[src/rtl/exePkg.sv]
// --------------------
// Shared types for the execute stage of the 32-bit pipeline.
// Holds the opcode and branch encodings, the stage bundles and
// the stage constants. Modules import it in their headers.
// --------------------
`default_nettype none

package exePkg;

    localparam int dataW = 32;
    localparam int divSteps = 32;               // one quotient bit per cycle
    localparam logic [4:0] regRa = 5'd31;

    typedef enum logic [4:0] {
        opAdd, opAddu, opSub, opSubu, opAnd, opOr, opXor, opNor,
        opSlt, opSltu, opSll, opSrl, opSra, opLui,
        opMult, opMultu, opDiv, opDivu, opMthi, opMtlo, opNop
    } aluOpT;

    typedef enum logic [2:0] {brNone, brEq, brNe, brGez, brGtz, brLez, brLtz} branchT;
    typedef enum logic [1:0] {stNone, stByte, stHalf, stWord} storeT;
    typedef enum logic [1:0] {ldNone, ldByte, ldHalf, ldWord} loadT;
    typedef enum logic [1:0] {dstRd, dstRt, dstRa} dstSelT;
    typedef enum logic [1:0] {readGpr, readHi, readLo} readSelT;

    typedef struct packed {
        logic gpr;
        logic hi;
        logic lo;
    } regsWrT;

    typedef struct packed {
        logic ovf;
        logic adEl;                             // load address error
        logic adEs;                             // store address error
    } exceptT;

    // what a later stage is about to write back
    typedef struct packed {
        logic             regsWr;
        logic [4:0]       dst;
        logic [dataW-1:0] result;
    } fwdSrcT;

    typedef struct packed {
        logic [dataW-1:0] busA;
        logic [dataW-1:0] busB;
        logic [dataW-1:0] imm32;
        logic [dataW-1:0] pc;
        logic [4:0]       rs;
        logic [4:0]       rt;
        logic [4:0]       rd;
        logic [4:0]       shamt;
        aluOpT            aluOp;
        logic             srcAShamt;
        logic             srcBImm;
        dstSelT           dstSel;
        regsWrT           regsWr;
        readSelT          readSel;
        branchT           branch;
        loadT             load;
        storeT            store;
        exceptT           except;
    } idExeT;

    typedef struct packed {
        idExeT id;
        logic  fresh;
        logic  valid;
    } exeRegT;

    typedef struct packed {
        logic [dataW-1:0] pc;
        logic [dataW-1:0] aluOut;
        logic [dataW-1:0] outB;
        logic [4:0]       dst;
        regsWrT           regsWr;
        loadT             load;
        storeT            store;
        exceptT           except;
        logic [3:0]       dcacheWen;
    } exeMemT;

endpackage

`default_nettype wire

[src/rtl/hiLoRegs.sv]
// --------------------
// HI and LO registers.
// Written by a multiply/divide finish or by MTHI and MTLO,
// nothing is written while hiLoKeep is low.
// --------------------
`timescale 1ns/10ps
`default_nettype none

module hiLoRegs import exePkg::*; (
    input  logic             clk,
    input  logic             rstN,
    input  exeRegT           exeQ,
    input  logic [dataW-1:0] fwdA,
    input  logic             mdFinish,
    input  logic [dataW-1:0] mdHi,
    input  logic [dataW-1:0] mdLo,
    input  logic             hiLoKeep,
    output logic [dataW-1:0] hiVal,
    output logic [dataW-1:0] loVal
);

    logic moveHi;
    logic moveLo;

    assign moveHi = exeQ.id.regsWr.hi && exeQ.id.aluOp == opMthi;
    assign moveLo = exeQ.id.regsWr.lo && exeQ.id.aluOp == opMtlo;

    always_ff @(posedge clk) begin
        if (!rstN) begin
            hiVal <= '0;
            loVal <= '0;
        end else if (hiLoKeep) begin
            if (mdFinish) begin
                hiVal <= mdHi;
                loVal <= mdLo;
            end else begin
                if (moveHi) hiVal <= fwdA;
                if (moveLo) loVal <= fwdA;
            end
        end
    end

endmodule

`default_nettype wire

[config.mk]
export PLATFORM = sky130hd
export DESIGN_NAME = hiLoRegs
export DESIGN_NICKNAME = d
export VERILOG_FILES = /design/src/rtl/exePkg.sv /design/src/rtl/hiLoRegs.sv
export SDC_FILE = /design/constraint.sdc
export NUM_CORES = 1
export LEC_CHECK = 0
export BUFFER_PORTS_ARGS = -buffer_cell sky130_fd_sc_hd__clkbuf_2
export CAP_MARGIN = 0
export CORE_AREA = 2 2 133 135
export CTS_BUF_LIST = sky130_fd_sc_hd__clkbuf_8
export CTS_CLUSTER_SIZE = 14
export DETAILED_ROUTE_END_ITERATION = 10
export DIE_AREA = 0 0 135 137
export GPL_ROUTABILITY_DRIVEN = 0
export GPL_TIMING_DRIVEN = 0
export PLACE_DENSITY = 0.55
export SYNTH_ARGS = -nofsm -noshare
export SYNTH_HDL_FRONTEND = slang
export SYNTH_SLANG_ARGS = --single-unit
[constraint.sdc]
create_clock -name clk -period 1.5 [get_ports clk]
set_clock_uncertainty 0.05 [all_clocks]
set_input_delay 0.3 -clock clk [delete_from_list [all_inputs] [get_ports clk]]
set_output_delay 0.3 -clock clk [all_outputs]
set_load 0.02 [all_outputs]
Yosys cells after proc, flatten, opt, wreduce, memory -nomap -nowiden. Cells that the tools add are included.

Flip-flop bits (word level): 64. Output and inout bits: 64. Logic and storage cells: 14. Bits of input ports: 274.

Reduce and logical (&&, ||, !) cells: 6. Multiplexer cells: 4. Equal/unequal tests: 2.

Operators by type and width (count): 2-to-1 mux 32 bit (4); equality test 5 bit (second input constant) (2); AND reduction 2 bit (2); nonzero test 2 bit (2); logical AND 1 bit (2).

Logic depth before layout (Yosys ltp).
Word-level depth: 4. Mapped depth: 5. Depth with buffers taken out: 3.

Worst setup path before layout. OpenSTA, ideal clock, no wires.

Path kind: input -> register. Start: input port mdFinish. End: register hiVal[0]. Setup time: 0.146 ns. Data arrival time: 1.161 ns. Required time: 1.304 ns. Buffers on the path: 3. Path slack: 0.143 ns. Stages: 5. Cells stage by stage: buf_4 -> buf_4 -> clkbuf_1 -> a221oi_1 -> a211oi_2.

Cells in the longest elaborated chain, start to end: 2. Elaborated cells on any way between the ends: 3. Classes of those cells: 1 x mux; 2 x reduce/logical.

Ends and longest elaborated chain: from (decl) (line hiLoRegs.sv:14) `input logic mdFinish,`; nonzero test 2 bit (no line); AND reduction 2 bit (no line); to (signal assigned) (line hiLoRegs.sv:34) `hiVal <= mdHi;`; to (signal assigned) (line hiLoRegs.sv:37) `if (moveHi) hiVal <= fwdA;`; to (decl) (line hiLoRegs.sv:18) `output logic [dataW-1:0] hiVal,`.

Parallel ways exist; a longest one is shown, timed or not. A chain may end at the register's enable or synchronous reset.

Final worst setup path.
Start: input port mdFinish. End: register loVal[7].

Cells in the longest elaborated chain, start to end: 2. Elaborated cells on any way between the ends: 3. Classes of those cells: 1 x mux; 2 x reduce/logical.

Ends and longest elaborated chain: nonzero test 2 bit (no line); AND reduction 2 bit (no line); to (signal assigned) (line hiLoRegs.sv:35) `loVal <= mdLo;`; to (signal assigned) (line hiLoRegs.sv:38) `if (moveLo) loVal <= fwdA;`; to (decl) (line hiLoRegs.sv:19) `output logic [dataW-1:0] loVal`.

Parallel ways exist; a longest one is shown, timed or not.

==> summary.md <==
| Metric | Value |
|---|---|
| Placeable core region | `17100 um2` |
| Count of unique library cells instantiated by Yosys | `16` |
| First DRT Iteration DRCs | `207` |
| Inserted Diodes | `0` |
| Type of origin of the critical path | `input pin` |
| Number of hold-slack violations in the final timing report | `0` |
| Average wire per cell in the routed design | `18.5 um` |
| RSZ-0062 raised after global routing | `no` |
| Mapped cell area | `3520 um2` |
| Biggest area contributors in the synthesized netlist | `dfxtp_1 36%, a211oi_2 21%, a221oi_1 16%` |
| Arr. time, crit path | `1.59 ns` |
| Mean cell area of the mapped netlist | `10.2 um2` |
| Post-Syn Nets | `620` |
| Worst-case setup slack after placement | `-0.290 ns` |
| Max transition margin | `50.9%` |
| Number of instances in the placed design | `740` |
| Detailed-placement wirelength estimate | `10900 um` |
| Final worst path period share | `91.4%` |
| Pwr/cell area | `929 nW/um2` |
| Most frequently used flop master after synthesis | `dfxtp_1` |
| Total overflow reported by the global router | `0` |
| Share of async-settable or async-resettable flops after synthesis | `0%` |
| Peak supply drop | `357 uV` |
| Number of nets at the end of the flow | `800` |
| Clock Sink Count | `64` |
| Clk Tree Root Cell | `clkbuf_8` |
| Chip Height | `137 um` |
| Starting density of the core | `20.6%` |
| Via Count | `3620` |
| Register clock-pin slew on the reported worst setup and hold paths | `0.08 ns` |
| Number of filler cells placed in the layout | `1864` |
| Kind of critical path | `input pin to flop` |
| Proportion of synthesized chip area in sequential cells | `36.4%` |
| Leakage | `1.95 nW` |
| Number of synthesized register bits | `64` |
| Area used by multi-input combinational logic | `1940 um2` |
| Clock insertion delay at the later pin of the skew report | `0.35 ns` |
| Outcome | `complete, no violations` |
| Sequential cell area | `1280 um2` |
| Die outline width | `135 um` |
| CTS tree | `built` |
| Final setup slack of the worst path | `0.129 ns` |
| Final Instance Count excl. Fillers | `756` |
| CP max FO | `10` |
| DRC Markers | `0` |
| Die Area | `18500 um2` |
| Input/output buffers | `169` |
| Worst-margin pin slew | `0.737 ns` |
| CTS H-tree depth | `3` |
| Max Fclk | `729 MHz` |
| Type of destination of the critical path | `flop` |
| Overall track demand over capacity in global routing | `14.9%` |
| Most area-hungry cell type in the Yosys netlist | `dfxtp_1` |
| Share of post-route cells with drive strength above 1 | `52.4%` |
| Number of max-cap violations | `0` |
| Inserted Clock Buffers | `9` |
| First-pass GRT wire length | `20700 um` |
| DRT antenna net count | `0` |
| Syn. warnings | `0` |
| Deepest clock path buffer count | `2` |
| Post-DR vias/cell | `4.79` |
| Final Max Tran Viols | `0` |
| Type of the worst min-delay path | `input pin to flop` |
| Fraction of synthesized cell area taken by the top area cell type | `36.4%` |
| Signed area change from the synthesized netlist to the final layout | `37.3%` |
| Required arrival time at the worst endpoint | `1.72 ns` |
| Pin count of the biggest net entering global routing | `11` |
| IO Count | `338` |
| Most frequent cells after synthesis | `64 x a21oi_1, 64 x a221oi_1, 64 x dfxtp_1` |
| EDFF count, synth | `0` |
| Total of endpoints with negative setup slack in the final report | `0` |
| 1st-pass router iterations | `4` |
| Standard-cell row count | `48` |
| Number of global-route vias before repair | `3670` |
| Post-detailed-routing wire length | `14000 um` |
| Synthesized instance count | `346` |
| Number of antenna violations at the first check in global routing | `0` |
| Final worst path period need | `1.37 ns` |
-- final timing paths --
kind | endpoint | start | slack (ns) | depth (start not counted)
worst max-delay path | loVal[7] | mdFinish | 0.13 | 5
worst min-delay path | hiVal[11] | mdHi[11] | 0.26 | 3
worst max register to register | loVal[22] | loVal[22] | 0.61 | 2
worst min register to register | hiVal[23] | hiVal[23] | 0.55 | 2
-- per-stage QoR --
| step | hold WS [ns] | total power, mW | setup TNS, ns | utilization [%] | cell area (um2) |
|---|---|---|---|---|---|
| floorplan | 0.453 | 2.65 | 0 | - | 3520 |
| global placement | 0.526 | 3.10 | -10.51 | 27.2 | 4640 |
| detailed placement | 0.540 | 3.09 | -11.48 | 27.2 | 4640 |
| CTS | 0.230 | 4.56 | 0 | 28.3 | 4830 |
| global route | 0.255 | 4.71 | 0 | 28.3 | 4830 |
| finish | 0.260 | 4.49 | 0 | 28.3 | 4830 |
-- power breakdown --
part	internal, mW	switching (mW)	total [mW]
clock	0.721	0.715	1.44
combinational	0.462	0.694	1.16
sequential	1.82	0.0738	1.89
total	3.00	1.48	4.49
-- flip-flops by register name, indices dropped and copies added, names as in the netlist --
signal,cells
hiVal,32
loVal,32
-- placed cells by master (no fill, tap or decap), drive strengths merged --
cell type | Yosys | routed
a211oi | 64 | 64
a21oi | 64 | 64
a221oi | 64 | 64
a22o | 2 | 2
and3b | 1 | 1
and4b | 1 | 1
buf | 34 | 35
clkbuf | 18 | 198
clkinv | 0 | 1
clkinvlp | 0 | 1
dfxtp | 64 | 64
inv | 1 | 3
nor2b | 32 | 32
nor4bb | 1 | 1
-- logic make-up (layout without fill, tap and decap cells) --
family                 Yosys count  count (layout)  synth area share, %
AO/OA/AOI/OAI                  194             194                 48.3
buffers and inverters           53             238                 8.36
flip-flops                      64              64                 36.4
AND/OR/NAND/NOR                 35              35                 6.94
-- critical path: stages --
cell and delay, ns:
buf_4 0.15, buf_4 0.22, clkbuf_1 0.48, a221oi_1 0.21, a211oi_2 0.23
-- final cells by class --
cell class	count	area share, %
multi-input combinational	229	40.2
sequential	64	26.5
timing repair buffer	169	17.5
buffer	52	6.01
tap	225	5.83
clock buffer	12	3.42
clock inverter	4	0.415
inverter	1	0.0777
-- routing by layer --
metal / GRT usage (%) / part of all wire [%] / up-vias
li1: - / - / 1764
met4: 5.67 / 1.7 / 0
met3: 5.22 / 9.2 / 23
met2: 21.8 / 41 / 159
met1: 20.0 / 48 / 1674
met5: 0 / 0 / -
-- repair_timing --
| action | CTS | global route |
|---|---|---|
| resized for setup | 0 | 1 |
| setup buffers | 0 | 0 |
| hold buffers | 0 | 0 |
| endpoints found under the setup margin | 0 | 1 |
Note: power is estimated with default switching activity, not from simulation.
