`config.mk`:
```
export PLATFORM = sky130hd
export DESIGN_NAME = aluUnit
export DESIGN_NICKNAME = d
export VERILOG_FILES = /design/src/rtl/exePkg.sv /design/src/rtl/aluUnit.sv
export SDC_FILE = /design/constraint.sdc
export NUM_CORES = 1
export LEC_CHECK = 0
export BUFFER_PORTS_ARGS = -buffer_cell sky130_fd_sc_hd__buf_4
export CELL_PAD_IN_SITES_DETAIL_PLACEMENT = 0
export CELL_PAD_IN_SITES_GLOBAL_PLACEMENT = 1
export CORE_ASPECT_RATIO = 1.2
export CORE_MARGIN = 4
export CORE_UTILIZATION = 30
export DETAILED_ROUTE_END_ITERATION = 16
export PLACE_DENSITY = 0.7
export SLEW_MARGIN = 20
export SYNTH_ARGS = -nofsm -noshare
export SYNTH_HDL_FRONTEND = slang
export SYNTH_SLANG_ARGS = --single-unit
```
`constraint.sdc`:
```
create_clock -name vclk -period 9.25
set_clock_uncertainty 0.05 [all_clocks]
set_input_delay 1.85 -clock vclk [all_inputs]
set_output_delay 1.85 -clock vclk [all_outputs]
set_load 0.005 [all_outputs]
```
`src/rtl/exePkg.sv`:
```
// --------------------
// Shared types for the execute stage of the 32-bit pipeline.
// Holds the opcode and branch encodings, the stage bundles and
// the stage constants. Modules import it in their headers.
// --------------------
`default_nettype none

package exePkg;

    localparam int dataW = 32;
    localparam int divSteps = 32;               // one quotient bit per cycle
    localparam logic [4:0] regRa = 5'd31;

    typedef enum logic [4:0] {
        opAdd, opAddu, opSub, opSubu, opAnd, opOr, opXor, opNor,
        opSlt, opSltu, opSll, opSrl, opSra, opLui,
        opMult, opMultu, opDiv, opDivu, opMthi, opMtlo, opNop
    } aluOpT;

    typedef enum logic [2:0] {brNone, brEq, brNe, brGez, brGtz, brLez, brLtz} branchT;
    typedef enum logic [1:0] {stNone, stByte, stHalf, stWord} storeT;
    typedef enum logic [1:0] {ldNone, ldByte, ldHalf, ldWord} loadT;
    typedef enum logic [1:0] {dstRd, dstRt, dstRa} dstSelT;
    typedef enum logic [1:0] {readGpr, readHi, readLo} readSelT;

    typedef struct packed {
        logic gpr;
        logic hi;
        logic lo;
    } regsWrT;

    typedef struct packed {
        logic ovf;
        logic adEl;                             // load address error
        logic adEs;                             // store address error
    } exceptT;

    // what a later stage is about to write back
    typedef struct packed {
        logic             regsWr;
        logic [4:0]       dst;
        logic [dataW-1:0] result;
    } fwdSrcT;

    typedef struct packed {
        logic [dataW-1:0] busA;
        logic [dataW-1:0] busB;
        logic [dataW-1:0] imm32;
        logic [dataW-1:0] pc;
        logic [4:0]       rs;
        logic [4:0]       rt;
        logic [4:0]       rd;
        logic [4:0]       shamt;
        aluOpT            aluOp;
        logic             srcAShamt;
        logic             srcBImm;
        dstSelT           dstSel;
        regsWrT           regsWr;
        readSelT          readSel;
        branchT           branch;
        loadT             load;
        storeT            store;
        exceptT           except;
    } idExeT;

    typedef struct packed {
        idExeT id;
        logic  fresh;
        logic  valid;
    } exeRegT;

    typedef struct packed {
        logic [dataW-1:0] pc;
        logic [dataW-1:0] aluOut;
        logic [dataW-1:0] outB;
        logic [4:0]       dst;
        regsWrT           regsWr;
        loadT             load;
        storeT            store;
        exceptT           except;
        logic [3:0]       dcacheWen;
    } exeMemT;

endpackage

`default_nettype wire

```
`src/rtl/aluUnit.sv`:
```
// --------------------
// Integer ALU of the execute stage.
// Shift amount comes from aluA, shifted data from aluB.
// Signed add and subtract raise ovf in the exception bundle.
// --------------------
`timescale 1ns/10ps
`default_nettype none

module aluUnit import exePkg::*; (
    input  aluOpT            aluOp,
    input  logic [dataW-1:0] aluA,
    input  logic [dataW-1:0] aluB,
    input  exceptT           exceptIn,
    output logic [dataW-1:0] aluOut,
    output exceptT           exceptOut
);

    logic [dataW-1:0] sum;
    logic [dataW-1:0] diff;
    logic [4:0]       sa;
    logic             addOvf;
    logic             subOvf;
    logic             ovf;

    assign sum  = aluA + aluB;
    assign diff = aluA - aluB;
    assign sa   = aluA[4:0];

    // same signs in, other sign out
    assign addOvf = (aluA[dataW-1] == aluB[dataW-1]) && (sum[dataW-1] != aluA[dataW-1]);
    assign subOvf = (aluA[dataW-1] != aluB[dataW-1]) && (diff[dataW-1] != aluA[dataW-1]);

    always_comb begin
        ovf = 1'b0;
        case (aluOp)
            opAdd:   begin aluOut = sum;  ovf = addOvf; end
            opAddu:  aluOut = sum;
            opSub:   begin aluOut = diff; ovf = subOvf; end
            opSubu:  aluOut = diff;
            opAnd:   aluOut = aluA & aluB;
            opOr:    aluOut = aluA | aluB;
            opXor:   aluOut = aluA ^ aluB;
            opNor:   aluOut = ~(aluA | aluB);
            opSlt:   aluOut = {{(dataW-1){1'b0}}, $signed(aluA) < $signed(aluB)};
            opSltu:  aluOut = {{(dataW-1){1'b0}}, aluA < aluB};
            opSll:   aluOut = aluB << sa;
            opSrl:   aluOut = aluB >> sa;
            opSra:   aluOut = $signed(aluB) >>> sa;
            opLui:   aluOut = {aluB[15:0], 16'h0000};
            default: aluOut = '0;               // mult/div, move-to, nop
        endcase
    end

    always_comb begin
        exceptOut     = exceptIn;
        exceptOut.ovf = exceptIn.ovf | ovf;
    end

endmodule

`default_nettype wire

```
== Word level (Yosys, flattened, before mapping) ==
Cells that the tools add are included.

* Input port bits: 72
* Output and inout port bits: 35
* Register bits: 0

* Add/subtract/negate cells: 2
* Eq/ne operators: 17
* Reductions and logical operators: 5
* Shift operators: 3
* Mux-type cells: 2
* Bitwise gates (word level): 5
* Order comparisons: 2

{| class="wikitable"
|+ Operator list
! kind !! count
|-
| 32-bit case mux with 12 select lines || 1
|-
| 32-bit less-than comparator || 2
|-
| 32-bit adder || 1
|-
| 32-bit AND || 1
|-
| 32-bit inverter || 1
|-
| 32-bit bitwise OR || 1
|-
| 32-bit by 5-bit << shifter with 32-bit output || 1
|-
| 32-bit by 5-bit right shift with 32-bit output || 1
|-
| 32-bit by 5-bit >>> shifter with 32-bit output || 1
|-
| 32-bit subtractor || 1
|-
| 32-bit bitwise XOR || 1
|-
| 5-bit by 4-bit equality test with 1-bit output (second input constant) || 6
|-
| 5-bit by 3-bit equality test with 1-bit output (second input constant) || 4
|-
| 5-bit by 2-bit equality test with 1-bit output (second input constant) || 2
|-
| 5-bit by 1-bit equality test with 1-bit output (second input constant) || 1
|-
| 5-bit logical NOT || 1
|-
| 2-bit OR reduction || 2
|-
| 1-bit != test || 3
|-
| 1-bit logical AND || 2
|-
| 1-bit case mux with 2 select lines || 1
|-
| 1-bit equality test || 1
|-
| 1-bit bitwise OR || 1
|}

== Logic depth before layout (Yosys ltp) ==
* Depth in word-level cells: 5
* Mapped depth: 17
* Gate-level depth less buffers: 14

== Worst setup path after synthesis ==
OpenSTA, ideal clock, no wires.

* Kind: input -> output
* Start point: in aluA[0]
* End point: out aluOut[30]
* Path buffers: 3
* Required time: 7.350 ns
* Slack: 2.242 ns
* Data arrival time: 5.108 ns
* Stages on the path: 17
* Cells stage by stage: buf_2 -> inv_1 -> buf_2 -> buf_1 -> ha_1 -> inv_1 -> fa_1 -> nand2b_1 -> a221o_1 -> a211oi_1 -> o2111ai_1 -> nand3_1 -> a311oi_1 -> o31a_1 -> o211ai_1 -> xor2_1 -> o211ai_1

* Cells in the longest elaborated chain, start to end: 2

{| class="wikitable"
|+ RTL lines
! element !! RTL line !! text
|-
| start, declared || aluUnit.sv:11 || <nowiki>input logic [dataW-1:0] aluA,</nowiki>
|-
| 32-bit subtractor (tied with other cells) || aluUnit.sv:26 || <nowiki>assign diff = aluA - aluB;</nowiki>
|-
| 32-bit case mux with 12 select lines * || aluUnit.sv:35 || <nowiki>case (aluOp)</nowiki>
|-
| end, declared || aluUnit.sv:14 || <nowiki>output logic [dataW-1:0] aluOut,</nowiki>
|}

Every way passes the cells marked *; elsewhere a longest branch is shown, timed or not.

== Final worst setup path ==
* Start point: in aluA[4]
* End point: out aluOut[31]

The elaborated chain is that of the path after synthesis.

==> results.txt <==
* Per-cell routed wire length: 24.6 um
* Area of the die: roughly 32,000 um^2
* Most frequent cells in the layout: 165 x sky130_fd_sc_hd__o21ai_0, 161 x sky130_fd_sc_hd__nor2_1, 122 x sky130_fd_sc_hd__a21oi_1
- On the critical path the largest part of the delay comes from compound AO/OA/AOI/OAI gates.
- After the last flow step, the layout net total stands at 1,562.
* Post CTS Setup Buffer Count: 0
- Synthesized area divided by synthesized cell count: 6.32 um^2
* Maximum Capacitance Violations: 0
- Via count of the first global-routing pass: 10,200
- The total overflow left after global routing is 0.
* Worst Setup Start Kind: input pin
- Highest-delay cell along the critical path: sky130_fd_sc_hd__a2111oi_1
* Die W: 163 um
* Top area cells in the synthesized netlist: sky130_fd_sc_hd__ha_1 14%, sky130_fd_sc_hd__o21ai_0 9.5%, sky130_fd_sc_hd__mux2i_1 8.9%
- Pin count of the biggest net entering global routing: 73
* Count of endpoints failing setup in the final report: 0
* Arrival time of data at the critical path endpoint: 5.86 ns
- Fraction of final layout cells sized beyond drive strength 1: between 10 and 15%
* Cell row count: 68
- For this run, design rule violations remaining after detail routing come to 0.
- After detailed routing, the number of vias per cell comes to 6.14.
* Effective utilization at floorplan: between 30 and 40%
- At the pin with the least slew margin, the transition time is 0.930 ns.
- Largest area contributor in the netlist: sky130_fd_sc_hd__ha_1
- 107 I/O pins were placed.
* Port Buffers: between 100 and 150
* Hold violation count in the final report: 0
* Final instance area: 9620 um^2
- The clock buffers instantiated in the layout total 0.
- Launch point of the worst path: aluA[4]
- Number of iterations in the first detailed-routing pass: 5
* Cell-by-cell trace of the critical path: buf_4, clkinv_1, ha_1, a21oi_1, o211ai_1, a211oi_1, a2bb2oi_1, a2111oi_1, o31ai_1, nor2_1, mux2_2, o22ai_1, buf_4
* Growth of design area from synthesis to finish: 10.7%
- Summing all placed instances gives a cell area of 9620 um^2.
* Worst Hold Launch: exceptIn[0]
- In this run, post-CTS repair resized a total of 0 instances.
- Yosys printed 0 warnings.
- After floorplanning, the core was sized to cover around 29,000 um^2.
- Measured against its own limit, the worst slew margin works out to 37.5%.
- Run status: finished clean
- Share of Yosys cell area claimed by the top area cell type: 14.4%
- Total number of vias: ~11,000
* Post-route ant nets: 0
- Final Max Tran Viols: 0
* Maximum net fanout on the critical path: 60
- Mapped Nets: between 1,500 and 2,000
- For this block, the initial DRC count from the detailed router was 1,378.
- Post-Syn Instances: approximately 1,400
- In this run the worst hold path is classified as input pin to output port.
- STA puts the critical path data required time at 7.35 ns.
- For this run, the total global-route usage over all layers was measured as 26.0%.
- Dividing the final minimum period by the clock period gives 83.9%.
- STA classifies the critical path endpoint as an output port.
- Fill count: 3,250
* Number of buffer and inverter stages on the critical path: 3
* Crit path largest cell delay: 0.56 ns
* Wire length of the first global-routing pass: ~65,000 um
- The final layout contains a sequential cell count of 0.
* Total negative slack for setup checks: 0 ns
- Once detailed placement completed, the half-perimeter wirelength came to ~34,000 um.
- Vertical die dimension: roughly 190 um
- Maximum operating frequency: 0.129 GHz
- Summed over all layers, the routed wires come to about 44,000 um.
- Number of antenna violations at the first check in global routing: 2
- Sequential elements use 0% of the synthesized area.
- Registers take 0 um^2.
- Hold Buf Count CTS: 0
* Clock period minus worst slack: around 7.8 ns
* RSZ-0062 raised after global routing: no
- Post-synth cell types: 75
* Global placer's final weighted congestion: between 1 and 1.5
- Synth Cell Area: 8690 um^2
* Most common library cell in the layout ignoring fill and taps: sky130_fd_sc_hd__o21ai_0
* Crit path top cell by count: sky130_fd_sc_hd__buf_4
* Setup CP Type: input pin to output port
==> logic make-up after synthesis <==
family | Yosys count | synth area share [%]
adders and majority gates | 102 | 14.9
AOI/OAI and AO/OA | 515 | 37.8
buffers and inverters | 216 | 9.92
xor gates and xnor gates | 24 | 2.42
muxes | 101 | 13.3
and+or+nand+nor | 418 | 21.8
==> synthesized netlist by cell type (all sizes together), types with 4 or more instances <==
library cell and number:
a2111oi 4, a211o 9, a211oi 32, a21o 12, a21oi 122, a221o 12
a221oi 15, a22oi 13, a31oi 16, and2 10, and3 6, buf 45
clkbuf 66, ha 100, inv 103, mux2 14, mux2i 77, mux4 10
nand2 113, nand2b 24, nand3 28, nand4 7, nor2 161, nor2b 15
nor3 22, nor4 8, o2111ai 4, o211ai 16, o21a 9, o21ai 166
o21bai 10, o221ai 10, o22a 4, o22ai 16, o311ai 4, o31ai 11
or3 12, or4 4, xnor2 20, xor2 4
==> final timing paths <==
check / endpoint / slack, ns / depth (start not counted)
min: exceptOut[0] / 3.65 / 0
max: aluOut[31] / 1.49 / 13
==> final cells by class <==
type	count	area, um^2	area share [%]
timing repair buffer	121	908	9.44
antenna	1	2.50	0.0260
multi-input combinational	1160	7830	81.4
tap	385	482	5.01
inverter	105	394	4.10
==> metal layers <==
metal  track usage (%)  up-vias  share of wire [%]
li1                  -     5023                  -
met1              37.0     5207                 42
met4              6.28        2                3.1
met2              42.3      571                 46
met5                 0        -              0.046
met3              2.35       74                8.7
==> through the flow <==
step / setup WS (ns) / cells / hold WS (ns) / util (%)
after global placement: 1.57 / 1771 / 3.65 / 33.5
final: 1.49 / 1772 / 3.65 / 33.5
after detailed placement: 1.55 / 1771 / 3.65 / 33.5
after global routing: 1.24 / 1771 / 3.65 / 33.5
after CTS: 1.53 / 1771 / 3.65 / 33.5
after floorplan: 2.24 / 1376 / 3.73 / -
