File: src/rtl/exePkg.sv
// --------------------
// Shared types for the execute stage of the 32-bit pipeline.
// Holds the opcode and branch encodings, the stage bundles and
// the stage constants. Modules import it in their headers.
// --------------------
`default_nettype none

package exePkg;

    localparam int dataW = 32;
    localparam int divSteps = 32;               // one quotient bit per cycle
    localparam logic [4:0] regRa = 5'd31;

    typedef enum logic [4:0] {
        opAdd, opAddu, opSub, opSubu, opAnd, opOr, opXor, opNor,
        opSlt, opSltu, opSll, opSrl, opSra, opLui,
        opMult, opMultu, opDiv, opDivu, opMthi, opMtlo, opNop
    } aluOpT;

    typedef enum logic [2:0] {brNone, brEq, brNe, brGez, brGtz, brLez, brLtz} branchT;
    typedef enum logic [1:0] {stNone, stByte, stHalf, stWord} storeT;
    typedef enum logic [1:0] {ldNone, ldByte, ldHalf, ldWord} loadT;
    typedef enum logic [1:0] {dstRd, dstRt, dstRa} dstSelT;
    typedef enum logic [1:0] {readGpr, readHi, readLo} readSelT;

    typedef struct packed {
        logic gpr;
        logic hi;
        logic lo;
    } regsWrT;

    typedef struct packed {
        logic ovf;
        logic adEl;                             // load address error
        logic adEs;                             // store address error
    } exceptT;

    // what a later stage is about to write back
    typedef struct packed {
        logic             regsWr;
        logic [4:0]       dst;
        logic [dataW-1:0] result;
    } fwdSrcT;

    typedef struct packed {
        logic [dataW-1:0] busA;
        logic [dataW-1:0] busB;
        logic [dataW-1:0] imm32;
        logic [dataW-1:0] pc;
        logic [4:0]       rs;
        logic [4:0]       rt;
        logic [4:0]       rd;
        logic [4:0]       shamt;
        aluOpT            aluOp;
        logic             srcAShamt;
        logic             srcBImm;
        dstSelT           dstSel;
        regsWrT           regsWr;
        readSelT          readSel;
        branchT           branch;
        loadT             load;
        storeT            store;
        exceptT           except;
    } idExeT;

    typedef struct packed {
        idExeT id;
        logic  fresh;
        logic  valid;
    } exeRegT;

    typedef struct packed {
        logic [dataW-1:0] pc;
        logic [dataW-1:0] aluOut;
        logic [dataW-1:0] outB;
        logic [4:0]       dst;
        regsWrT           regsWr;
        loadT             load;
        storeT            store;
        exceptT           except;
        logic [3:0]       dcacheWen;
    } exeMemT;

endpackage

`default_nettype wire

File: src/rtl/operandForward.sv
// --------------------
// Operand bypass for the execute stage.
// Memory stage wins over write-back, register 0 is never bypassed.
// Also picks ALU sources, the outB source and the destination.
// --------------------
`timescale 1ns/10ps
`default_nettype none

module operandForward import exePkg::*; (
    input  exeRegT           exeQ,
    input  fwdSrcT           memFwd,
    input  fwdSrcT           wbFwd,
    input  logic [dataW-1:0] hiVal,
    input  logic [dataW-1:0] loVal,
    output logic [dataW-1:0] fwdA,
    output logic [dataW-1:0] fwdB,
    output logic [dataW-1:0] aluA,
    output logic [dataW-1:0] aluB,
    output logic [dataW-1:0] outB,
    output logic [4:0]       dst
);

    function automatic logic [dataW-1:0] pick(input logic [4:0] src,
                                              input logic [dataW-1:0] bus,
                                              input fwdSrcT mem,
                                              input fwdSrcT wb);
        if (mem.regsWr && mem.dst == src && src != 5'd0)
            return mem.result;
        if (wb.regsWr && wb.dst == src && src != 5'd0)
            return wb.result;
        return bus;
    endfunction

    assign fwdA = pick(exeQ.id.rs, exeQ.id.busA, memFwd, wbFwd);
    assign fwdB = pick(exeQ.id.rt, exeQ.id.busB, memFwd, wbFwd);

    assign aluA = exeQ.id.srcAShamt ? {{(dataW-5){1'b0}}, exeQ.id.shamt} : fwdA;
    assign aluB = exeQ.id.srcBImm ? exeQ.id.imm32 : fwdB;

    always_comb begin
        case (exeQ.id.readSel)
            readHi:  outB = hiVal;              // MFHI
            readLo:  outB = loVal;              // MFLO
            default: outB = fwdB;
        endcase
        case (exeQ.id.dstSel)
            dstRt:   dst = exeQ.id.rt;
            dstRa:   dst = regRa;               // link register
            default: dst = exeQ.id.rd;
        endcase
    end

endmodule

`default_nettype wire

File: config.mk
export PLATFORM = sky130hd
export DESIGN_NAME = operandForward
export DESIGN_NICKNAME = d
export VERILOG_FILES = /design/src/rtl/exePkg.sv /design/src/rtl/operandForward.sv
export SDC_FILE = /design/constraint.sdc
export NUM_CORES = 1
export LEC_CHECK = 0
export BUFFER_PORTS_ARGS = -buffer_cell sky130_fd_sc_hd__clkbuf_2
export CORE_AREA = 3 3 183 185
export DETAILED_ROUTE_END_ITERATION = 10
export DIE_AREA = 0 0 186 188
export GPL_TIMING_DRIVEN = 1
export PLACE_DENSITY = 0.43
export REMOVE_ABC_BUFFERS = 1
export SYNTH_ARGS = -nofsm -noshare
export SYNTH_HDL_FRONTEND = slang
export SYNTH_SLANG_ARGS = --single-unit
export TNS_END_PERCENT = 100
File: constraint.sdc
create_clock -name vclk -period 2.27
set_input_delay 0.1135 -clock vclk [all_inputs]
set_output_delay 0.1135 -clock vclk [all_outputs]
set_load 0.01 [all_outputs]
# Word level (Yosys, flattened, before mapping)
# Index checks and enable logic that the tools add are counted.
# totals
ff_bits,0
latchBits,0
ramBits,0
rom_bits,0
input_bits,314
out_inout_bits,165
wordCells,36
memories,0
# op_classes
addsub,0
n_mul,0
n_div,0
n_lt_le_gt_ge,0
n_eq_ne,8
shift,0
muxes,18
n_bitwise,0
n_reduce_logical,10
# ops
operator,count
$mux W32,10
$pmux W32 S2,1
$eq A5 B5 Y1,4
$pmux W5 S2,1
$reduce_bool A5 Y1,2
$logic_and A1 B1 Y1,8
$mux W1,6
$eq A2 B1 Y1 const B,2
$eq A2 B2 Y1 const B,2

# Depth between registers and ports, before layout
# logic_depth
word_depth,8
depth_mapped,8
ltp_nobuf,5

# Worst setup path after synthesis
# No wires, ideal clock.
# synth_path
kind,in2out
start,in exeQ[42] (netlist name)
end,out aluA[11]
arrival_ps,1782
required_time_ps,2156
path_slack_ps,374
stages,7
path_buffers,2
cell_sequence,or4_1 nor2_1 nor3_1 buf_2 buf_2 mux2i_1 a211oi_1
# synth_via
elab_chain_len,8
elab_cells_between_ends,14
cone_classes,eq/ne: 2; mux: 7; reduce/logical: 5
# synth_lines
item,line_no,text
"start, declared",operandForward.sv:10,"input exeRegT exeQ,"
$eq A5 B5 Y1,operandForward.sv:29,if (wb.regsWr && wb.dst == src && src != 5'd0)
$logic_and A1 B1 Y1 (2 in a row),operandForward.sv:29,
$mux W1 (2 in a row),operandForward.sv:29,
$mux W32,operandForward.sv:31,return bus;
$mux W32 *,operandForward.sv:29,
$mux W32 *,operandForward.sv:37,"assign aluA = exeQ.id.srcAShamt ? {{(dataW-5){1'b0}}, exeQ.id.shamt} : fwdA;"
"end, declared",operandForward.sv:17,"output logic [dataW-1:0] aluA,"
# Every way passes the cells marked *; elsewhere a longest branch is shown, timed or not. The select of a mux whose other input is x is not followed.

# Worst setup path in the final report
# layout_path
start,in exeQ[39] (netlist name)
end,out aluB[11]
# layout_via
elab_chain_len,8
elab_cells_between_ends,14
cone_classes,eq/ne: 2; mux: 7; reduce/logical: 5
# layout_lines
item,line_no,text
$eq A5 B5 Y1,operandForward.sv:29,
$logic_and A1 B1 Y1 (2 in a row),operandForward.sv:29,
$mux W1 (2 in a row),operandForward.sv:29,
$mux W32,operandForward.sv:31,
$mux W32 *,operandForward.sv:29,
$mux W32 *,operandForward.sv:38,assign aluB = exeQ.id.srcBImm ? exeQ.id.imm32 : fwdB;
"end, declared",operandForward.sv:18,"output logic [dataW-1:0] aluB,"
# Marks and branches as above.

==> results by group <==
Power and ir drop
  – Sw Ratio: 53.81%
  – Seq pwr share: 0%
  – Cell-internal power: 0.6949 mW
  – Comb pwr share: between 90% and 100%
  – Worst vdd ir: 0.08923 mV
  – Total Power: 1.505 mW
  – NetSw: roughly 0.81 mW
  – Power per cell area: 223.1 nW/um^2
  – Lkg Pwr: 3.185 nW
  – Clk pwr share: 0%

Detailed routing
  – Antenna viol nets, final: 0
  – Initial drt markers: 146
  – Residual DRC count: 0
  – Drt pass-1 iters: 5
  – WL final: about 26 mm
  – Routed WL per cell: 19.12 um
  – Via density: 4.356
  – Vias: a little under 6,000

Timing
  – Maximum clock frequency: 453.0 MHz
  – Post-route minimum period: 2208 ps
  – Final Hold Vio Count: 0
  – Period utilization: 97.25%
  – RSZ-0062 raised after global routing: true
  – Final setup violation count: 0
  – Slew margin rel.: 60.19%
  – Fin. max-slew vios: 0
  – Worst-Margin Slew: 597.2 ps

Critical path
  – Critical path startpoint category: primary input
  – Max FO, Critical Path: 7
  – WS Path Type: in2out
  – Crit-path slowest cell: or4_4
  – Crit. End Element: output port
  – Required @ worst endpoint: approximately 2200 ps
  – Worst path arrival time: 2090 ps
  – Critical path's most frequent cell: buf_12
  – Critical path cell sequence: buf_4 -> or4_4 -> o211ai_4 -> or2_4 -> buf_12 -> buf_12 -> a31oi_4 -> mux2_4 -> buf_6
  – CP max stage delay: 580 ps

Die
  – Die Footprint: 34,970 um^2
  – Starting Density: 11.60%
  – CORE AREA: ~32,000 um^2
  – I/O pins: 479
  – Overall die height: between 150 and 200 um
  – Die width: 186 um
  – # rows: 66

Final layout
  – Fin nets: 1,249
  – Final Instance Area: 6743 um^2
  – Clkbuf count: 0
  – Layout area overhead: 80.54%
  – Reg area: 0 um^2
  – Fillers: 3,727
  – Share of layout cells above drive strength 1: 60.60%
  – FF+latch count: 0
  – Util after Layout: 20.94%
  – Ant diodes: 0

Placed design
  – Routability cong.: 0.7805
  – Post-DP Area: around 6700 um^2
  – Final HPWL DP: about 22 mm
  – I/O Buffers: around 430

Yosys
  – Post-Syn Area: 3735 um^2
  – Avg Cell Area, Syn: roughly 7.3 um^2
  – Synth warnings: 0
  – Register area share after synthesis: 0%
  – Syn Inst Count: ~500
  – Area contributors post-synth: a31oi_4 17%, mux2_2 11%, mux2i_1 7.2%
  – Post-synth top area share: between 15 and 20%
  – Yosys cell types: 34
  – Synth area leader: a31oi_4

Outcome
  – Status: completed

Global route
  – Antenna violations before repair: 0
  – Largest net degree at the start of global routing: 65
  – First-pass GRT wire length: 35.76 mm
  – GRT overflow: 0
  – Vias in the first global route: 5,813
  – Gr usage total: 13.30%

Hold path
  – Hold Path Class: in2out

Flow run
  – Number of max-cap violations: 0
==> cells in the final DEF, fill, tap and decap left out, types with 2 or more instances in the layout <==
cell type / netlist / final
a211oi_1: 27 / 23
a211oi_2: 0 / 4
a21o_1: 31 / 31
a21oi_1: 33 / 33
a22oi_1: 31 / 31
a31oi_1: 7 / 5
a31oi_2: 0 / 2
a31oi_4: 29 / 29
buf_12: 3 / 15
buf_4: 1 / 38
buf_6: 1 / 2
clkbuf_2: 0 / 425
ha_1: 4 / 2
ha_2: 0 / 2
inv_1: 5 / 5
mux2_2: 36 / 35
mux2i_1: 27 / 27
nand2_1: 7 / 7
nand3_1: 32 / 32
nand4_1: 4 / 4
nor2_1: 59 / 59
nor3_1: 38 / 37
o211ai_4: 0 / 2
o21ai_0: 5 / 5
o21ai_1: 33 / 33
o31ai_1: 5 / 5
or2_4: 0 / 2
or4b_1: 5 / 5
xnor2_1: 20 / 20
==> logic make-up (layout without fill, tap and decap cells) <==
| kind of cell | after synthesis | count (layout) | synth area share, % |
|---|---|---|---|
| multiplexers | 63 | 63 | 18.09 |
| XOR/XNOR | 20 | 20 | 4.690 |
| AND/OR/NAND/NOR | 150 | 150 | 19.10 |
| buffers and inverters | 67 | 485 | 8.945 |
| adder cells (fa/ha/maj) | 4 | 4 | 1.340 |
| AO/OA/AOI/OAI | 207 | 207 | 47.84 |
==> path summary, 6_finish.rpt <==
kind / startpoint / end / slack [ps] / depth (start not counted)
setup / recovery: exeQ[39] / aluB[11] / 60 / 9
hold / removal: exeQ[80] / aluB[2] / 530 / 4
==> worst max-delay path, delay by kind of cell <==
kind	cells	cell delay (ps)
simple gates	2	770
buf+inv	4	540
compound gates	2	370
mux	1	300
==> cell type report <==
class / instances / area (um^2) / share of cell area, %
Multi-Input combinational cell: 444 / 3478 / 51.59
Tap cell: 408 / 510.5 / 7.571
Timing Repair Buffer: 480 / 2735 / 40.56
Inverter: 5 / 18.77 / 0.2783
==> what timing repair did <==
item                                    CTS  global route
pin swaps                                 0             4
endpoints found under the setup margin    1            22
hold buffers                              0             0
buffers inserted                          0             3
cloned                                    0             0
resized for setup                         1            13
==> Yosys cell counts, types with 7 or more instances <==
cell,number
xnor2_1,20
a21oi_1,33
o21ai_1,33
a31oi_1,7
a211oi_1,27
a31oi_4,29
a22oi_1,31
nand3_1,32
buf_2,18
a21o_1,31
mux2i_1,27
mux2_2,36
nor3_1,38
clkbuf_1,36
nand2_1,7
nor2_1,59
==> stage by stage <==
| step | setup slack [ps] | cells | TNS, ps | hold WS, ps |
|---|---|---|---|---|
| 2_1_floorplan | -1995 | 449 | -255190 | 273.3 |
| 3_3_place_gp | 21.76 | 1334 | 0 | 534.0 |
| 3_5_place_dp | -11.44 | 1334 | -11.44 | 531.1 |
| 4_1_cts | -2.292 | 1334 | -4.146 | 532.5 |
| 5_1_grt | -16.71 | 1337 | -41.75 | 542.9 |
| 6_report | 62.34 | 1337 | 0 | 528.2 |
==> metal layers <==
layer / vias up / global-route usage, % / part of all wire (%)
li1: 2797 / - / -
met1: 2710 / 15.78 / 39
met2: 297 / 26.10 / 52
met3: 20 / 1.435 / 7.3
met4: 0 / 1.375 / 1.2
met5: - / 0 / 0
==> power groups by stage <==
stage	registers (mW)	logic (mW)	clock network (mW)
floorplan	0	0.675	0
global placement	0	1.50	0
detailed placement	0	1.51	0
CTS	0	1.51	0
global route	0	1.63	0
finish	0	1.50	0
No activity file was read; power rests on OpenSTA's default activity.
