File: config.mk
export PLATFORM = sky130hd
export DESIGN_NAME = storeEnable
export DESIGN_NICKNAME = d
export VERILOG_FILES = /design/src/rtl/exePkg.sv /design/src/rtl/storeEnable.sv
export SDC_FILE = /design/constraint.sdc
export NUM_CORES = 1
export LEC_CHECK = 0
export BUFFER_PORTS_ARGS = -buffer_cell sky130_fd_sc_hd__buf_4
export CORE_AREA = 2 2 84 86
export DETAILED_ROUTE_END_ITERATION = 8
export DIE_AREA = 0 0 86 88
export PLACE_DENSITY = 0.49
export SLEW_MARGIN = 10
export SYNTH_ARGS = -nofsm -noshare
export SYNTH_HDL_FRONTEND = slang
export SYNTH_SLANG_ARGS = --single-unit
File: constraint.sdc
create_clock -name vclk -period 0.8
set_input_delay 0.04 -clock vclk [all_inputs]
set_output_delay 0.04 -clock vclk [all_outputs]
set_load 0.02 [all_outputs]
File: src/rtl/exePkg.sv
// --------------------
// Shared types for the execute stage of the 32-bit pipeline.
// Holds the opcode and branch encodings, the stage bundles and
// the stage constants. Modules import it in their headers.
// --------------------
`default_nettype none

package exePkg;

    localparam int dataW = 32;
    localparam int divSteps = 32;               // one quotient bit per cycle
    localparam logic [4:0] regRa = 5'd31;

    typedef enum logic [4:0] {
        opAdd, opAddu, opSub, opSubu, opAnd, opOr, opXor, opNor,
        opSlt, opSltu, opSll, opSrl, opSra, opLui,
        opMult, opMultu, opDiv, opDivu, opMthi, opMtlo, opNop
    } aluOpT;

    typedef enum logic [2:0] {brNone, brEq, brNe, brGez, brGtz, brLez, brLtz} branchT;
    typedef enum logic [1:0] {stNone, stByte, stHalf, stWord} storeT;
    typedef enum logic [1:0] {ldNone, ldByte, ldHalf, ldWord} loadT;
    typedef enum logic [1:0] {dstRd, dstRt, dstRa} dstSelT;
    typedef enum logic [1:0] {readGpr, readHi, readLo} readSelT;

    typedef struct packed {
        logic gpr;
        logic hi;
        logic lo;
    } regsWrT;

    typedef struct packed {
        logic ovf;
        logic adEl;                             // load address error
        logic adEs;                             // store address error
    } exceptT;

    // what a later stage is about to write back
    typedef struct packed {
        logic             regsWr;
        logic [4:0]       dst;
        logic [dataW-1:0] result;
    } fwdSrcT;

    typedef struct packed {
        logic [dataW-1:0] busA;
        logic [dataW-1:0] busB;
        logic [dataW-1:0] imm32;
        logic [dataW-1:0] pc;
        logic [4:0]       rs;
        logic [4:0]       rt;
        logic [4:0]       rd;
        logic [4:0]       shamt;
        aluOpT            aluOp;
        logic             srcAShamt;
        logic             srcBImm;
        dstSelT           dstSel;
        regsWrT           regsWr;
        readSelT          readSel;
        branchT           branch;
        loadT             load;
        storeT            store;
        exceptT           except;
    } idExeT;

    typedef struct packed {
        idExeT id;
        logic  fresh;
        logic  valid;
    } exeRegT;

    typedef struct packed {
        logic [dataW-1:0] pc;
        logic [dataW-1:0] aluOut;
        logic [dataW-1:0] outB;
        logic [4:0]       dst;
        regsWrT           regsWr;
        loadT             load;
        storeT            store;
        exceptT           except;
        logic [3:0]       dcacheWen;
    } exeMemT;

endpackage

`default_nettype wire

File: src/rtl/storeEnable.sv
// --------------------
// Data cache byte write enables and address alignment check.
// A faulting or invalid slot never writes the cache.
// --------------------
`timescale 1ns/10ps
`default_nettype none

module storeEnable import exePkg::*; (
    input  exeRegT           exeQ,
    input  logic [dataW-1:0] aluOut,
    input  exceptT           exceptIn,
    output exceptT           exceptOut,
    output logic [3:0]       dcacheWen
);

    logic [1:0] addr;
    logic       halfBad;
    logic       wordBad;
    logic [3:0] mask;

    assign addr    = aluOut[1:0];
    assign halfBad = addr[0];
    assign wordBad = (addr != 2'b00);

    always_comb begin
        case (exeQ.id.store)
            stByte:  mask = 4'b0001 << addr;
            stHalf:  mask = addr[1] ? 4'b1100 : 4'b0011;
            stWord:  mask = 4'b1111;
            default: mask = 4'b0000;
        endcase
        exceptOut      = exceptIn;
        exceptOut.adEs = exceptIn.adEs | (exeQ.id.store == stHalf && halfBad)
                                       | (exeQ.id.store == stWord && wordBad);
        exceptOut.adEl = exceptIn.adEl | (exeQ.id.load == ldHalf && halfBad)
                                       | (exeQ.id.load == ldWord && wordBad);
    end

    assign dcacheWen = (exeQ.valid && !(|exceptOut)) ? mask : 4'b0000;

endmodule

`default_nettype wire

## Word level (Yosys, flattened, before mapping)

Index checks and enable logic that the tools add are counted.
Widths: inputs -> output; s select.

| storage, ports and cells | value |
|---|---|
| register bits | 0 |
| bits of input ports | 209 |
| output and inout port bits | 7 |

| operators by class | value |
|---|---|
| eq/ne operators | 5 |
| shifts and indexed selects | 1 |
| muxes and demuxes | 3 |
| bitwise logic cells | 4 |
| reduce and logical (&&, ||, !) cells | 8 |

Operator list:

| cell | number |
|---|---|
| $pmux 4 s3 | 1 |
| $eq 2x2->1 const B | 4 |
| $mux 4 | 2 |
| $logic_and 1x1->1 | 5 |
| $or 1x1->1 | 4 |
| $shl 1x2->4 const A | 1 |
| $reduce_or 3->1 | 1 |
| $eq 2x1->1 const B | 1 |
| $reduce_bool 2->1 | 1 |
| $logic_not 1->1 | 1 |

## Depth between registers and ports, before layout

Gate-level depths: netlist of run 1.

| depth | value |
|---|---|
| depth in word-level cells | 8 |
| gate-level depth with buffers | 3 |

## Worst setup path before layout of run 1

Ideal clock, no wire load.

| path | value |
|---|---|
| kind | input-to-output |
| from | input port aluOut[0] |
| to | output port dcacheWen[0] |
| arrival | 1.201 ns |
| data required time | 0.760 ns |
| path slack | -0.441 ns |
| stages | 3 |
| path buffers | 0 |
| path through | a21oi_1 -> nand2_1 -> nor4b_1 |

RTL lines:

| element | line | text |
|---|---|---|
| start, declared | storeEnable.sv:10 | `input logic [dataW-1:0] aluOut,` |
| end, declared | storeEnable.sv:13 | `output logic [3:0] dcacheWen` |

## Worst setup path in the final report of run 1

| path | value |
|---|---|
| from | input port exeQ[8] (netlist bit) |
| to | output port dcacheWen[1] |

| between the ends | value |
|---|---|
| word-level cells in the longest chain between the ends | 8 |
| elaborated cells on any way between the ends | 10 |
| those cells by class | eq/ne: 2; mux: 1; bitwise: 2; reduce/logical: 5 |

RTL lines:

| element | line | text |
|---|---|---|
| start, declared | storeEnable.sv:9 | `input exeRegT exeQ,` |
| $eq 2x2->1 | storeEnable.sv:35 | `exceptOut.adEl = exceptIn.adEl \| (exeQ.id.load == ldHalf && halfBad)` |
| $logic_and 1x1->1 | storeEnable.sv:35 |  |
| $or 1x1->1 | storeEnable.sv:35 |  |
| $or 1x1->1 * | storeEnable.sv:36 | `\| (exeQ.id.load == ldWord && wordBad);` |
| $reduce_or 3->1 * | storeEnable.sv:39 | `assign dcacheWen = (exeQ.valid && !(\|exceptOut)) ? mask : 4'b0000;` |
| $logic_not 1->1 * | storeEnable.sv:39 |  |
| $logic_and 1x1->1 * | storeEnable.sv:39 |  |
| $mux 4 * | storeEnable.sv:39 |  |

Mark *: on every way between the ends. The rest lies on a longest branch, timed or not.

==> run metrics, run 1 <==
Crit Path Category=input port to output pin; Syn Nets=229; peak supply drop=~0.27 mV; Vias per Instance=between 2 and 2.5; Final Max Slew Viols=0; Initial Utilization=0.0200; share of cells above drive strength 1=0.909; first-pass GRT wire length=1320 um; FFs & Latches=0; failing checks=negative setup slack; I/O pins=216; Netlist Area Pre-Place=133 um2; fmax=1040 MHz; crit-path max FO=4; Cell variety after synth=11; Detailed Route WL=just under 900 um; routed vias=around 260; die area=~0.0076 mm2; Yosys top cell by area=nor4b_1; DRT Pass-1 Iters=2; Synth area leaders=nor4b_1, a221oi_1, a31oi_1, nor2b_1, a21oi_1; Finish-stage setup viols=5; GRT overflow=0; I/O Buffers=17; worst slack after detailed placement=-0.300 ns; DR WL/cell=7.07 um; largest net degree at the start of global routing=7; # nets final=255; worst slew pin tran=0.344 ns; GP Congestion=around 0.63; CP endpoint kind=output pin; commonest non-fill, non-tap cell in the layout=buf_4; Hold Crit Class=input port to output pin; Final TNS setup=-0.618 ns; max_slew headroom=0.771; fin worst setup slack=-0.165 ns; detailed-placement wirelength estimate=758 um; num rows=30; sequential element share of the synthesized area=0; area fraction of the dominant cell type after synthesis=0.264; most frequent cells in the layout=buf_4, buf_6, nor4b_4; Pleak=0.225 nW; unrepaired setup endpoints after global routing=yes; maximum capacitance violations=0; Layout clock buffers=0; register area=0 um2; Fin. Hold Viols=0; First DRT Iteration DRCs=4; Total GRT Usage=0.0223; clock period minus worst slack=0.965 ns; # DRC=0; Die Span Y=88 um; vias in the first global route=216; Mapped Avg Cell Area=6.63 um2; WP data required=0.76 ns; DRT antenna net count=0; initial antenna violation count=0; Die Wd=86 um; status=finished with violations; Critical Path AT=0.93 ns; power per cell area=slightly below 500 mW/mm2; Area growth syn-to-layout=362%; n_diodes=0; Core Area=0.00664 mm2; Post-Syn Instances=20; synth warn=0; final period utilization=1.21; hold-fix buffer count after cts=0; Worst Setup Start Kind=input port
==> worst max-delay path, stage by stage <==
cell	delay (ns)
buf_6	0.10
a21oi_4	0.15
nand2_4	0.12
buf_12	0.15
nor4b_4	0.19
buf_4	0.18
==> cell usage after synthesis, drive strengths merged <==
cell type  number
nand3           2
a31oi           2
buf             1
o21a            1
nor2b           3
a21oi           2
a221oi          2
inv             1
nand2           2
nor4b           4
==> cell type report <==
cell class	count	area (um2)
Timing Repair Buffer	25	248
Inverter	1	3.75
Multi-Input combinational cell	18	262
Tap cell	80	100
Fill cell	744	6030
==> final timing paths <==
kind / slack (ns) / start / end / depth (start not counted)
worst min-delay path: 0.29 / exceptIn[2] / exceptOut[2] / 2
worst max-delay path: -0.17 / exeQ[8] / dcacheWen[1] / 6
==> cell families (layout without fill, tap and decap cells) <==
logic type / after synthesis / count (layout) / synth area share
buffers and inverters: 2 / 26 / 0.0849
AO/OA/AOI/OAI: 7 / 7 / 0.359
AND/OR/NAND/NOR: 11 / 11 / 0.557
==> layer usage <==
| layer | track usage | share of wire |
|---|---|---|
| met4 | 0 | 0 |
| met2 | 0.0226 | 0.29 |
| met3 | 0.00566 | 0.12 |
| met5 | 0 | 0 |
| met1 | 0.0424 | 0.59 |
==> repair_timing <==
action,in CTS,in global routing
pin swaps,9,5
endpoints found under the setup margin,5,5
buffers inserted,2,1
gates resized for setup,17,4
==> per-stage QoR <==
step	util	cells	power, mW	hold slack (ns)	cell area [um2]
after detailed placement	0.0734	122	0.222	0.289	488
after global routing	0.0923	124	0.312	0.292	613
after CTS	0.0866	123	0.270	0.289	576
after global placement	0.0734	122	0.220	0.288	488
after floorplan	-	20	0.107	0.193	223
final	0.0923	124	0.297	0.289	613
==> power by group <==
part | switching, mW | internal (mW)
combinational | 0.137 | 0.160
clock | 0 | 0
sequential | 0 | 0
total | 0.137 | 0.160
Power figures use the tool's default switching activity.
==> run 2: changes to the inputs <==
- SLEW_MARGIN: 10 -> unset
- clock period: 0.8 -> 1.2 ns (I/O delays scaled with it)
==> run metrics, run 2 (synthesized netlist as in run 1, its figures left out) <==
final instance area=359 um2 (-41%); Total GRT Usage=0.0195 (-0.00273); Slowest cell on crit path=nor4b_1; hold path startpoint=exceptIn[2]; commonest non-fill, non-tap cell in the layout=buf_4; DR WL/cell=6.49 um (-8.2%); num rows=30 (unchanged); Finish-stage setup viols=0 (-5); Hold EP=exceptOut[2]; share of cells above drive strength 1=0.528 (-0.381); routed vias=223 (-14%); I/O Buffers=17 (unchanged); Final TNS setup=0 ns (+0.618 ns); Fin. Hold Viols=0 (unchanged); dpl cell area=353 um2 (-28%); crit-path max FO=5 (+1); WP data required=1.14 ns (+0.38 ns); worst slew pin tran=0.315 ns (-0.0290 ns); worst slack after detailed placement=0.00611 ns (+0.306 ns); total power=0.0951 mW (-68%); peak supply drop=0.0878 mV (-67%); largest net degree at the start of global routing=8 (+1); # nets final=247 (-3.1%); Critical Path Max Stage Delay=0.38 ns (+0.19 ns); die area=0.00757 mm2 (unchanged); unrepaired setup endpoints after global routing=yes; clock period minus worst slack=1.14 ns; clock network fraction of design power=0 (unchanged); power per cell area=265 mW/mm2 (-45%); maximum capacitance violations=0 (unchanged); Final Max Slew Viols=0 (unchanged); status=finished, final reports clean; fin worst setup slack=0.0585 ns (+0.224 ns); Critical Path AT=1.08 ns (+0.15 ns); First DRT Iteration DRCs=21 (+17); CP endpoint kind=output pin; DRT Pass-1 Iters=4 (+2); Detailed Route WL=753 um (-14%); Area growth syn-to-layout=171%; Worst Setup Start Kind=input port; first-pass GRT wire length=1110 um (-16%); Initial Utilization=0.0200 (unchanged); worst hold stages=2 (unchanged); DRT antenna net count=0 (unchanged); Vias per Instance=1.92 (-8.0%); hold_ws=0.329 ns (+0.0403 ns); dpl cells=116 (-4.9%); max_slew headroom=0.787 (+0.0164); fin cells=116 (-6.5%); FFs & Latches=0 (unchanged); Hold Crit Class=input port to output pin; Die Span Y=88 um (unchanged); I/O pins=216 (unchanged); Cell Int Power=0.0463 mW (-71%); n_diodes=0 (unchanged); switch share=0.513 (+0.0522); sequential share of power=0 (unchanged); register area=0 um2 (unchanged); Core Area=0.00664 mm2 (unchanged); Layout Utilization=0.0540 (-0.0382); GP Congestion=0.582 (-7.7%); Crit Path Category=input port to output pin; most frequent cells in the layout=buf_4, nor4b_1; # DRC=0 (unchanged); Layout clock buffers=0 (unchanged); Pleak=0.119 nW (-47%); vias in the first global route=185 (-14%); GRT overflow=0 (unchanged); initial antenna violation count=0 (unchanged); Logic pwr share=1.000 (about the same); Switch Pwr=0.0488 mW (-64%); Die Wd=86 um (unchanged); detailed-placement wirelength estimate=705 um (-7.1%); Worst path most repeated cell=buf_4; fmax=876 MHz; final period utilization=0.951; Filler Cells Inserted=767 (+3.1%); crit-path cells=buf_4, a21oi_1, nand2_1, nor4b_1, buf_4
## run 2: per-layer routing
layer / global-route usage / share of wire / up-vias
met5: 0 / 0 / -
met4: 0 / 0 / 0
met3: 0.00471 / 0.10 / 0
met2: 0.0218 / 0.32 / 13
met1: 0.0357 / 0.58 / 96
li1: - / - / 114
## run 2: power groups by stage
stage                     clock [mW]  combinational (mW)  sequential, mW
final                              0              0.0951               0
after global routing               0               0.106               0
after CTS                          0              0.0972               0
after detailed placement           0              0.0955               0
after global placement             0              0.0934               0
after floorplan                    0              0.0414               0
## run 2: what timing repair did
item,4_1_cts,5_1_grt
hold buffers,0,0
gates resized for setup,1,0
gates cloned,0,0
buffers inserted,0,0
endpoints found under the setup margin,1,3
## run 2: worst max path at each step
stage / start / endpoint / slack (ns)
5_1_grt: aluOut[0] / dcacheWen[1] / -0.06
2_1_floorplan: aluOut[0] / dcacheWen[0] / -0.08
3_5_place_dp: aluOut[0] / dcacheWen[2] / 0.006
3_3_place_gp: aluOut[0] / dcacheWen[2] / 0.07
6_report: aluOut[0] / dcacheWen[3] / 0.06
4_1_cts: aluOut[0] / dcacheWen[3] / 0.05
## run 2: worst max-delay path, delay by kind of cell
family	cells	cell delay [ns]
AO/OA/AOI/OAI	1	0.13
buffers and inverters	2	0.34
AND/OR/NAND/NOR	2	0.54
## run 2: final cells by class
class,count,area [um2],share of cell area
inverters,1,3.75,0.0105
multi-input cells,18,128,0.355
well taps,80,100,0.279
repair buffers,17,128,0.355
==> run 3: changes to the inputs <==
- clock period: 1.2 -> 1.3 ns (I/O delays scaled with it)
==> run metrics, run 3 (synthesized netlist as in run 1, its figures left out) <==
final period utilization=0.975; fmax=between 700 and 800 MHz; dpl cell area=353 um2 (unchanged); Crit Path Category=input port to output pin; Fin. Hold Viols=0 (unchanged); Critical Path AT=1.20 ns (+0.12 ns); crit-path cells=buf_4, a21oi_1, nand2_1, nor4b_1, buf_4; Hold EP=exceptOut[2]; # DRC=0 (unchanged); Total GRT Usage=0.0195 (unchanged); post-CTS sizing=0 (-1); Critical path origin=aluOut[0]; total setup buffers inserted after CTS=0 (unchanged); peak supply drop=0.0803 mV (-8.5%); Area growth syn-to-layout=166%; Detailed Route WL=754 um (+0.13%); register area=0 um2 (unchanged); num rows=30 (unchanged); DR WL/cell=6.50 um (+0.13%); Pleak=0.118 nW (-0.51%); crit-path max FO=5 (unchanged); DRT Pass-1 Iters=4 (unchanged); Final TNS setup=0 ns (unchanged); die area=0.00757 mm2 (unchanged); max_slew headroom=0.691 (-0.0965); Core Area=0.00664 mm2 (unchanged); fin worst setup slack=0.0327 ns (-0.0258 ns); Worst path most repeated cell=buf_4; worst slew pin tran=0.458 ns (+0.143 ns); Initial Utilization=0.0200 (unchanged); vias in the first global route=185 (unchanged); GP Congestion=0.582 (unchanged); DRT antenna net count=0 (unchanged); GRT overflow=0 (unchanged); WP data required=1.24 ns (+0.10 ns); routed vias=228 (+2.2%); Critical Path Max Stage Delay=0.49 ns (+0.11 ns); Slowest cell on crit path=nor4b_1; maximum capacitance violations=0 (unchanged); n_diodes=0 (unchanged); FFs & Latches=0 (unchanged); First DRT Iteration DRCs=22 (+4.8%); Hold Crit Class=input port to output pin; initial antenna violation count=0 (unchanged); status=finished, final reports clean; Die Span Y=88 um (unchanged); I/O pins=216 (unchanged); Filler Cells Inserted=768 (+0.13%); final instance area=353 um2 (-1.7%); detailed-placement wirelength estimate=705 um (unchanged); I/O Buffers=17 (unchanged); Die Wd=86 um (unchanged); Worst Setup Start Kind=input port; power per cell area=245 mW/mm2 (-7.5%); hold-fix buffer count after cts=0 (unchanged); commonest non-fill, non-tap cell in the layout=buf_4; clock period minus worst slack=1.27 ns; Worst Path Buf+Inv=2 (unchanged); Finish-stage setup viols=0 (unchanged); share of cells above drive strength 1=0.500 (-0.0278); # nets final=247 (unchanged); unrepaired setup endpoints after global routing=no; worst slack after detailed placement=0.0961 ns (+0.0900 ns); worst hold stages=2 (unchanged); Top delay family on crit path=simple AND/OR/NAND/NOR gates; largest net degree at the start of global routing=8 (unchanged); most frequent cells in the layout=buf_4, nor4b_1; first-pass GRT wire length=1110 um (unchanged); CP endpoint kind=output pin; Layout clock buffers=0 (unchanged); hold path startpoint=exceptIn[2]; Final Max Slew Viols=0 (unchanged); total power=0.0865 mW (-9.1%); Vias per Instance=1.97 (+2.2%)
-- run 3: changes by cell type in the layout (fill, tap and decap cells not counted) --
cell     change
nor4b_1      +1
nor4b_2      -1
-- run 3: metrics by stage --
stage | hold WS [ns] | std cells | util
global route | 0.343 | 116 | 0.0531
finish | 0.339 | 116 | 0.0531
floorplan | 0.243 | 20 | -
CTS | 0.339 | 116 | 0.0531
detailed placement | 0.339 | 116 | 0.0531
global placement | 0.337 | 116 | 0.0531
-- run 3: layout make-up --
type / count / area, um2 / area share
Timing Repair Buffer: 17 / 128 / 0.362
Multi-Input combinational cell: 18 / 121 / 0.344
Tap cell: 80 / 100 / 0.284
Inverter: 1 / 3.75 / 0.0106
-- run 3: report_power, final --
group / switching [mW] / internal, mW
sequential: 0 / 0
clock: 0 / 0
combinational: 0.0441 / 0.0424
total: 0.0441 / 0.0424
-- run 3: worst max-delay path by stage --
stage               cells after the start  slack (ns)      endpoint
finish                                  5        0.03  dcacheWen[2]
global route                            5        0.03  dcacheWen[2]
CTS                                     5        0.09  dcacheWen[2]
detailed placement                      5         0.1  dcacheWen[2]
global placement                        5        0.16  dcacheWen[2]
floorplan                               3       0.009  dcacheWen[0]
-- run 3: per-layer routing --
| metal | vias up | routed length [um] | global-route usage |
|---|---|---|---|
| met2 | 15 | 239 | 0.0218 |
| met1 | 99 | 428 | 0.0357 |
| met3 | 0 | 86 | 0.00471 |
| met5 | - | 0 | 0 |
| met4 | 0 | 0 | 0 |
| li1 | 114 | - | - |
